File: src/fpu_fmt_pkg.sv
////////////////////////////////////////////////////////////////////////////
// Double-precision word format
// Field widths, exponent bias and the special words that the unit returns
// Field struct and the word union shared by the datapath
////////////////////////////////////////////////////////////////////////////

package fpu_fmt_pkg;

	// Field widths of an IEEE 754 binary64 word
	localparam int EXP_W = 11;
	localparam int MAN_W = 52;
	localparam int WORD_W = 64;

	localparam int EXP_BIAS = 1023;

	// Exponent of infinity and NaN
	localparam logic [EXP_W-1:0] EXP_MAX = '1;

	// Default quiet NaN, returned for the square root of a negative number
	localparam logic [WORD_W-1:0] QNAN_WORD = 64'h7FF8_0000_0000_0000;

	// Pattern returned for an op or mode the unit does not implement
	localparam logic [WORD_W-1:0] ILLEGAL_WORD = 64'h0000_0000_DEAD_BEEF;

	// Seed table is indexed by the exponent parity and the top mantissa bits
	localparam int SEED_IDX_W = 9;
	localparam int SEED_MAN_W = 8;

	typedef struct packed {
		logic sign;
		logic [EXP_W-1:0] exp;
		logic [MAN_W-1:0] man;
	} fp64_fields_t;

	// Raw view travels on the ports, the fields view is used for decoding
	typedef union packed {
		logic [WORD_W-1:0] raw;
		fp64_fields_t fields;
	} fp64_word_u;

endpackage

File: src/fpu_op_pkg.sv
////////////////////////////////////////////////////////////////////////////
// Operation encoding of the auxiliary unit
// Op codes, sign-injection sub-modes and per-op latencies
// Request struct captured by the sequencer
////////////////////////////////////////////////////////////////////////////

package fpu_op_pkg;

	localparam int OP_W = 5;
	localparam logic [OP_W-1:0] OP_SQRT_SEED = 5'd11;
	localparam logic [OP_W-1:0] OP_SGNJ = 5'd23;

	// Sign injection takes its sub-mode from the rounding-mode input
	localparam int MODE_W = 3;
	// Modes 000 and 001 copy the sign of opb, so only bit 0 is free
	localparam logic [MODE_W-1:0] SGNJ_COPY_MASK = 3'b110;
	localparam logic [MODE_W-1:0] SGNJ_MOVE = 3'b011;

	// Cycles from the start edge to the rise of ready
	localparam int LAT_SQRT_SEED = 24;
	localparam int LAT_SGNJ = 10;
	localparam int LAT_OTHER = 10;

	localparam int CNT_W = 7;

	typedef struct packed {
		logic [OP_W-1:0] op;
		logic [MODE_W-1:0] mode;
		logic [fpu_fmt_pkg::WORD_W-1:0] opa;
		logic [fpu_fmt_pkg::WORD_W-1:0] opb;
	} fpu_req_t;

endpackage

File: src/fpu_seq_ctrl.sv
////////////////////////////////////////////////////////////////////////////
// Start and cycle-count sequencer
// Detects a rising enable, captures the request and counts the op latency
// Drives the capture and done pulses and the ready level
////////////////////////////////////////////////////////////////////////////

module fpu_seq_ctrl (
	input  logic clk,
	input  logic rst,
	input  logic enable,
	input  logic [fpu_op_pkg::OP_W-1:0] fpu_op,
	input  logic [fpu_op_pkg::MODE_W-1:0] rnd_mode,
	input  logic [fpu_fmt_pkg::WORD_W-1:0] opa,
	input  logic [fpu_fmt_pkg::WORD_W-1:0] opb,
	output logic capture,
	output fpu_op_pkg::fpu_req_t req,
	output logic done,
	output logic ready
);
	import fpu_op_pkg::*;

	logic enable_prev;
	logic start;
	logic busy;
	logic [CNT_W-1:0] cnt;
	logic [CNT_W-1:0] cnt_load;

	// A start is enable seen high after it was seen low at the previous edge
	assign start = enable && !enable_prev;

	// The counter runs out one edge before ready, so it starts at L-2
	always_comb
	begin
		case (fpu_op)
			OP_SQRT_SEED: cnt_load = CNT_W'(LAT_SQRT_SEED - 2);
			OP_SGNJ: cnt_load = CNT_W'(LAT_SGNJ - 2);
			default: cnt_load = CNT_W'(LAT_OTHER - 2);
		endcase
	end

	always_ff @(posedge clk)
	begin
		if (start)
			req <= '{op: fpu_op, mode: rnd_mode, opa: opa, opb: opb};
	end

	//////////////////////////////////////////////////////////////////////////
	// Control state
	//////////////////////////////////////////////////////////////////////////

	always_ff @(posedge clk)
	begin
		if (rst)
		begin
			enable_prev <= 1'b0;
			capture <= 1'b0;
			busy <= 1'b0;
			cnt <= '0;
			done <= 1'b0;
			ready <= 1'b0;
		end
		else
		begin
			enable_prev <= enable;
			capture <= start;
			if (start)
			begin
				// A new start also aborts a run in flight
				busy <= 1'b1;
				cnt <= cnt_load;
				done <= 1'b0;
				ready <= 1'b0;
			end
			else
			begin
				done <= 1'b0;
				if (busy)
				begin
					if (cnt == '0)
					begin
						busy <= 1'b0;
						done <= 1'b1;
					end
					else
						cnt <= cnt - 1'b1;
				end
				// Ready follows done so it rises with the registered result
				if (done)
					ready <= 1'b1;
			end
		end
	end

	assert property (@(posedge clk) disable iff (rst) !(ready && busy));
	assert property (@(posedge clk) disable iff (rst) capture |-> !done);

endmodule

File: src/sqrt_seed_unit.sv
////////////////////////////////////////////////////////////////////////////
// Square-root seed estimate
// Seed table built by a constant function from an integer square root
// Registered seed of the captured operand, with NaN handling
////////////////////////////////////////////////////////////////////////////

module sqrt_seed_unit (
	input  logic clk,
	input  logic rst,
	input  logic capture,
	input  fpu_op_pkg::fpu_req_t req,
	output logic [fpu_fmt_pkg::WORD_W-1:0] seed,
	output logic seed_invalid
);
	import fpu_fmt_pkg::*;

	localparam int SEED_DEPTH = 2 ** SEED_IDX_W;
	localparam int EXP_SUM_W = EXP_W + 1;

	typedef logic [SEED_DEPTH-1:0][SEED_MAN_W-1:0] seed_table_t;

	// Entry i is floor(256 * (sqrt(x) - 1)) with x = (1 + m/256) * (1 + e0)
	function automatic seed_table_t build_seed_table();
		seed_table_t tab;
		int unsigned base;
		int unsigned x;
		int unsigned r;
		int unsigned t;
		base = 1 << SEED_MAN_W;
		for (int i = 0; i < SEED_DEPTH; i++)
		begin
			x = (base + (i % base)) * (1 + i / base) * base;
			// Bitwise integer square root, the root is below 2*base
			r = 0;
			for (int b = SEED_MAN_W + 1; b >= 0; b--)
			begin
				t = r | (1 << b);
				if (t * t <= x)
					r = t;
			end
			tab[i] = SEED_MAN_W'(r - base);
		end
		return tab;
	endfunction

	localparam seed_table_t SEED_TABLE = build_seed_table();

	fp64_word_u opa_w;
	fp64_word_u seed_d;
	fp64_word_u seed_q;
	logic opa_zero;
	logic opa_neg;
	logic opa_special;
	logic [SEED_IDX_W-1:0] seed_idx;
	logic [EXP_SUM_W-1:0] exp_sum;

	assign opa_w = req.opa;
	assign opa_zero = (opa_w.fields.exp == '0) && (opa_w.fields.man == '0);
	assign opa_neg = opa_w.fields.sign && !opa_zero;
	assign opa_special = (opa_w.fields.exp == '0) || (opa_w.fields.exp == EXP_MAX);

	// An odd biased exponent is an even power of two, so its mantissa is in [1,2)
	assign seed_idx = {~opa_w.fields.exp[0], opa_w.fields.man[MAN_W-1 -: SEED_MAN_W]};
	assign exp_sum = {1'b0, opa_w.fields.exp} + EXP_SUM_W'(EXP_BIAS);

	always_comb
	begin
		seed_d = opa_w;
		if (opa_neg)
			seed_d.raw = QNAN_WORD;
		else if (!opa_special)
		begin
			seed_d.fields.sign = 1'b0;
			seed_d.fields.exp = exp_sum[EXP_SUM_W-1:1];
			seed_d.fields.man = {SEED_TABLE[seed_idx], {(MAN_W - SEED_MAN_W){1'b0}}};
		end
	end

	always_ff @(posedge clk)
	begin
		if (capture)
			seed_q <= seed_d;
	end

	always_ff @(posedge clk)
	begin
		if (rst)
			seed_invalid <= 1'b0;
		else if (capture)
			seed_invalid <= opa_neg;
	end

	assign seed = seed_q.raw;

	// A normal operand never yields a zero or all-ones seed exponent
	assert property (@(posedge clk) disable iff (rst)
		capture && !opa_neg && !opa_special
		|=> (seed_q.fields.exp != '0) && (seed_q.fields.exp != EXP_MAX));

endmodule

File: src/fpu_result_stage.sv
////////////////////////////////////////////////////////////////////////////
// Result stage
// Sign injection on the captured operands
// Result select by op and mode, registered out and invalid on done
////////////////////////////////////////////////////////////////////////////

module fpu_result_stage (
	input  logic clk,
	input  logic rst,
	input  fpu_op_pkg::fpu_req_t req,
	input  logic [fpu_fmt_pkg::WORD_W-1:0] seed,
	input  logic seed_invalid,
	input  logic done,
	output logic [fpu_fmt_pkg::WORD_W-1:0] out,
	output logic invalid
);
	import fpu_fmt_pkg::*;
	import fpu_op_pkg::*;

	fp64_word_u opa_w;
	fp64_word_u opb_w;
	fp64_word_u sgnj_w;
	fp64_word_u res_d;
	logic invalid_d;

	assign opa_w = req.opa;
	assign opb_w = req.opb;

	// Magnitude of opa with the sign of opb
	always_comb
	begin
		sgnj_w = opa_w;
		sgnj_w.fields.sign = opb_w.fields.sign;
	end

	//////////////////////////////////////////////////////////////////////////
	// Result select
	//////////////////////////////////////////////////////////////////////////

	always_comb
	begin
		// Anything not decoded below is an illegal op or mode
		res_d.raw = ILLEGAL_WORD;
		invalid_d = 1'b1;
		case (req.op)
			OP_SQRT_SEED:
			begin
				res_d.raw = seed;
				invalid_d = seed_invalid;
			end
			OP_SGNJ:
			begin
				if ((req.mode & SGNJ_COPY_MASK) == '0)
				begin
					res_d = sgnj_w;
					invalid_d = 1'b0;
				end
				else if (req.mode == SGNJ_MOVE)
				begin
					res_d = opa_w;
					invalid_d = 1'b0;
				end
			end
			default:
			begin
				res_d.raw = ILLEGAL_WORD;
				invalid_d = 1'b1;
			end
		endcase
	end

	// Result holds until the next done overwrites it
	always_ff @(posedge clk)
	begin
		if (rst)
		begin
			out <= '0;
			invalid <= 1'b0;
		end
		else if (done)
		begin
			out <= res_d.raw;
			invalid <= invalid_d;
		end
	end

	assert property (@(posedge clk) disable iff (rst)
		invalid |-> (out == QNAN_WORD) || (out == ILLEGAL_WORD));

endmodule

File: src/fpu_aux_unit.sv
////////////////////////////////////////////////////////////////////////////
// Auxiliary double-precision unit, top level
// Sequencer feeding the square-root seed unit and the result stage
////////////////////////////////////////////////////////////////////////////

module fpu_aux_unit (
	input  logic clk,
	input  logic rst,
	input  logic enable,
	input  logic [fpu_op_pkg::OP_W-1:0] fpu_op,
	input  logic [fpu_op_pkg::MODE_W-1:0] rnd_mode,
	input  logic [fpu_fmt_pkg::WORD_W-1:0] opa,
	input  logic [fpu_fmt_pkg::WORD_W-1:0] opb,
	output logic [fpu_fmt_pkg::WORD_W-1:0] out,
	output logic invalid,
	output logic ready
);
	import fpu_fmt_pkg::*;
	import fpu_op_pkg::*;

	logic capture;
	logic done;
	fpu_req_t req;
	logic [WORD_W-1:0] seed;
	logic seed_invalid;

	fpu_seq_ctrl fpu_seq_ctrl_inst (
		.clk(clk),
		.rst(rst),
		.enable(enable),
		.fpu_op(fpu_op),
		.rnd_mode(rnd_mode),
		.opa(opa),
		.opb(opb),
		.capture(capture),
		.req(req),
		.done(done),
		.ready(ready)
	);

	sqrt_seed_unit sqrt_seed_unit_inst (
		.clk(clk),
		.rst(rst),
		.capture(capture),
		.req(req),
		.seed(seed),
		.seed_invalid(seed_invalid)
	);

	fpu_result_stage fpu_result_stage_inst (
		.clk(clk),
		.rst(rst),
		.req(req),
		.seed(seed),
		.seed_invalid(seed_invalid),
		.done(done),
		.out(out),
		.invalid(invalid)
	);

endmodule

File: config.mk
export PLATFORM = sky130hd
export DESIGN_NAME = fpu_aux_unit
export DESIGN_NICKNAME = d
export VERILOG_FILES = /design/src/fpu_fmt_pkg.sv /design/src/fpu_op_pkg.sv /design/src/fpu_seq_ctrl.sv /design/src/sqrt_seed_unit.sv /design/src/fpu_result_stage.sv /design/src/fpu_aux_unit.sv
export SDC_FILE = /design/constraint.sdc
export NUM_CORES = 1
export LEC_CHECK = 0
export ABC_AREA = 1
export BUFFER_PORTS_ARGS = -buffer_cell sky130_fd_sc_hd__buf_2
export CAP_MARGIN = 20
export CELL_PAD_IN_SITES_DETAIL_PLACEMENT = 1
export CELL_PAD_IN_SITES_GLOBAL_PLACEMENT = 1
export CORE_ASPECT_RATIO = 0.8
export CORE_MARGIN = 2
export CORE_UTILIZATION = 41
export DETAILED_ROUTE_END_ITERATION = 16
export PLACE_DENSITY_LB_ADDON = 0.1
export SYNTH_ARGS = -nofsm -noshare
export SYNTH_HDL_FRONTEND = slang
export SYNTH_SLANG_ARGS = --single-unit
export TNS_END_PERCENT = 50
File: constraint.sdc
create_clock -name clk -period 6.55 [get_ports clk]
set_clock_uncertainty 0.2 [all_clocks]
set_input_delay 0.3275 -clock clk [delete_from_list [all_inputs] [get_ports clk]]
set_output_delay 0.3275 -clock clk [all_outputs]
set_load 0.005 [all_outputs]
==> out/metrics.cfg <==
[layout]
final_nets=1646
area_growth_syn_to_layout_pct=23.2
diodes=0
drive_above_1_share=0.145
post-route-cell-area_um2=13300
multi_input_area_um2=4400
fillers=3152
regArea_um2=5680

[flow_run]
max-cap-violations=0

[route]
vias=10065
antenna_left=0
drt_iter0_drc=676
avgRoutedWirePerCell_um=19.6
dr.pass1.iters=5
drc=0
via_per_inst=5.40
wl_um=36400

[timing]
fin_crit_sh=0.580
timing.fmax_mhz=263
tns_ns=0
setup_viol=0
finalHoldViolCount=0
worst_slew_pin_slew_ns=1.09
fin_crit_ns=3.80
slew_headroom=0.274
rsz0062_at_grt=false
slew_viol_final=0

[worst_setup_path]
cp-end-kind=flop
slowest_stage=edfxtp_1
path_cells=inv_1 -> ha_1 -> nand2_1 -> nor3_2 -> nand2_1 -> nor2_1 -> nand3b_1 -> nand2_2 -> nand2_2 -> buf_4 -> inv_2 -> nand2_1 -> nand2_1
cpPeakStageDelay_ns=0.75
setup.worst_path.class=reg -> reg
crit_fanout=46
required_ns=6.60
crit_top_cell=nand2_1
critPathArrivalTime_ns=3.85
startpoint_type=flop

[global_route]
grt_use_total=0.262
grt_pass1_vias=10173
antenna_found_initial=0
overflow=0
grt_start_max_net_pins=107
grt_first_pass_wirelength_um=56400

[logic_synthesis]
synth-edff-count=137
synth-seq-cells=215
ys.flop_type=edfxtp_1
async_flop_share=0
synthDistinctLibCells=42
synth_area_um2=10800
yosys_warnings=0
synthCells=1308
ys_seq_area_frac=0.524
syn_avg_cell_area_um2=8.27
synth_nets=1464

[power_and_ir_drop]
combPwrFrac=0.127
power_density_nw_per_um2=246
ir_worst_vdd_v=0.000218
clockPowerShare=0.401
internal-power_mw=2.45
p_sw_mw=0.830
pwr-share-seq=0.472
p_sw_frac=0.253
p_leak_nw=5.65

[placed_design]
placed_area_um2=11700
dp_hpwl_um=23100
io_buffers=141
place.gp.congestion=0.921

[clock_network]
root_buffer=clkbuf_16
cts_inserted_buffers=23
cts.htree.levels=1
clk_latency_ns=0.50
cts.sinks=215
clk_pin_slew_ns=0.06
cts_tree=yes
cts_buffer_depth=3

[status]
outcome=complete, no violations

[floorplan]
io_pins=205
core_area_um2=26100
die_w_um=186
num_rows=53
start_util=0.414
die_h_um=149
floorplan.die_area_um2=27700

[hold_path]
hold_class=reg -> reg

[cell type report]
type	count	share of cell area
clock buffers	31	0.0477
flip-flops and latches	215	0.426
repair buffers	231	0.121
well taps	357	0.0335
clock inverters	10	0.00957
inverters	114	0.0321
multi-input cells	905	0.330
[sequential cells by signal (all words and copies together) (netlist names)]
signal / flops
fpu_result_stage_inst.invalid: 1
fpu_result_stage_inst.out: 64
fpu_seq_ctrl_inst.busy: 1
fpu_seq_ctrl_inst.capture: 1
fpu_seq_ctrl_inst.cnt: 7
fpu_seq_ctrl_inst.done: 1
fpu_seq_ctrl_inst.enable_prev: 1
fpu_seq_ctrl_inst.ready: 1
fpu_seq_ctrl_inst.req: 73
sqrt_seed_unit_inst.seed: 64
sqrt_seed_unit_inst.seed_invalid: 1
[kinds of logic (layout without fill, tap and decap cells)]
group                      after synthesis  in the layout  share of synthesized area
DFF                                    215            215                      0.524
and+or+nand+nor                        610            610                      0.240
xor gates and xnor gates                 7              7                    0.00566
adders and majority gates               17             17                     0.0197
buffers and inverters                  188            386                     0.0708
AOI/OAI and AO/OA                      271            271                      0.139
[per-stage QoR]
| step | instances | power, mW | utilization | hold slack, ns | setup WS [ns] |
|---|---|---|---|---|---|
| final | 1863 | 3.28 | 0.510 | 0.269 | 2.75 |
| after detailed placement | 1743 | 1.95 | 0.450 | 0.259 | 2.80 |
| after global placement | 1743 | 1.94 | 0.450 | 0.256 | 2.75 |
| after floorplan | 1308 | 1.80 | - | 0.226 | 1.43 |
| after global routing | 1863 | 3.42 | 0.510 | 0.282 | 2.42 |
| after CTS | 1860 | 3.30 | 0.508 | 0.274 | 2.75 |
[worst max-delay path, delay by kind of cell, from the launching register on]
family,cells,cell delay (ns)
AND/OR/NAND/NOR,9,1.09
buffers and inverters,3,1.11
adder cells (fa/ha/maj),1,0.38
flip-flops,1,0.75
[metal layers]
metal / vias up / share of wire / GRT usage
li1: 4801 / - / -
met1: 4892 / 0.47 / 0.379
met2: 330 / 0.45 / 0.412
met3: 42 / 0.067 / 0.0493
met4: 0 / 0.016 / 0.0516
met5: - / 0 / 0
[placed cells by master (no fill, tap or decap), types with 6 or more instances in the layout]
master / synthesis / final
edfxtp_1: 137 / 137
o21ai_0: 133 / 133
nor2_4: 11 / 13
dlygate4sd3_1: 0 / 76
o211ai_1: 10 / 10
buf_4: 1 / 11
a21oi_1: 46 / 46
clkbuf_16: 0 / 23
ha_1: 17 / 17
inv_1: 106 / 105
nor2_1: 121 / 119
buf_2: 24 / 141
nand3_1: 86 / 86
a31oi_1: 68 / 68
dfxtp_1: 78 / 76
clkinv_1: 3 / 6
nand2_1: 352 / 352
nand4_1: 18 / 18
[cells in the mapped netlist, types with 3 or more instances]
cell / n / area share
clkbuf_1: 41 / 0.014
nand3b_1: 3 / 0.0021
o21a_1: 3 / 0.0021
a31oi_1: 68 / 0.039
nor4_1: 4 / 0.0023
nor2_1: 121 / 0.042
buf_2: 24 / 0.011
ha_1: 17 / 0.020
nor2_4: 11 / 0.011
nand2_1: 352 / 0.12
o211ai_1: 10 / 0.0069
nand4_1: 18 / 0.010
dfxtp_1: 78 / 0.14
inv_2: 5 / 0.0017
o21ai_0: 133 / 0.062
inv_1: 106 / 0.037
nand3_1: 86 / 0.040
clkinv_1: 3 / 0.0010
xor2_1: 5 / 0.0040
edfxtp_1: 137 / 0.38
nand2_2: 3 / 0.0017
nor3_1: 4 / 0.0018
a21oi_1: 46 / 0.021
buf_1: 5 / 0.0017
[path summary, 6_finish.rpt]
path,start,to,slack [ns],cells after the start
max,fpu_seq_ctrl_inst.req[109],sqrt_seed_unit_inst.seed[46],2.75,13
max reg2reg,fpu_seq_ctrl_inst.req[109],sqrt_seed_unit_inst.seed[46],2.75,13
min reg2reg,fpu_seq_ctrl_inst.cnt[0],fpu_seq_ctrl_inst.cnt[0],0.27,2
min,fpu_seq_ctrl_inst.cnt[0],fpu_seq_ctrl_inst.cnt[0],0.27,2
[power by group through the flow]
stage	logic (mW)	clock network [mW]	registers [mW]
2_1_floorplan	0.233	0	1.57
3_3_place_gp	0.363	0	1.58
3_5_place_dp	0.369	0	1.58
4_1_cts	0.407	1.34	1.55
5_1_grt	0.464	1.40	1.56
6_report	0.417	1.32	1.55
[repair_timing]
action / in CTS / in global routing
hold endpoints to repair: 80 / 0
resized for setup: 0 / 0
setup buffers: 0 / 0
hold buffers: 76 / 0
(Power assumes the default switching activity.)
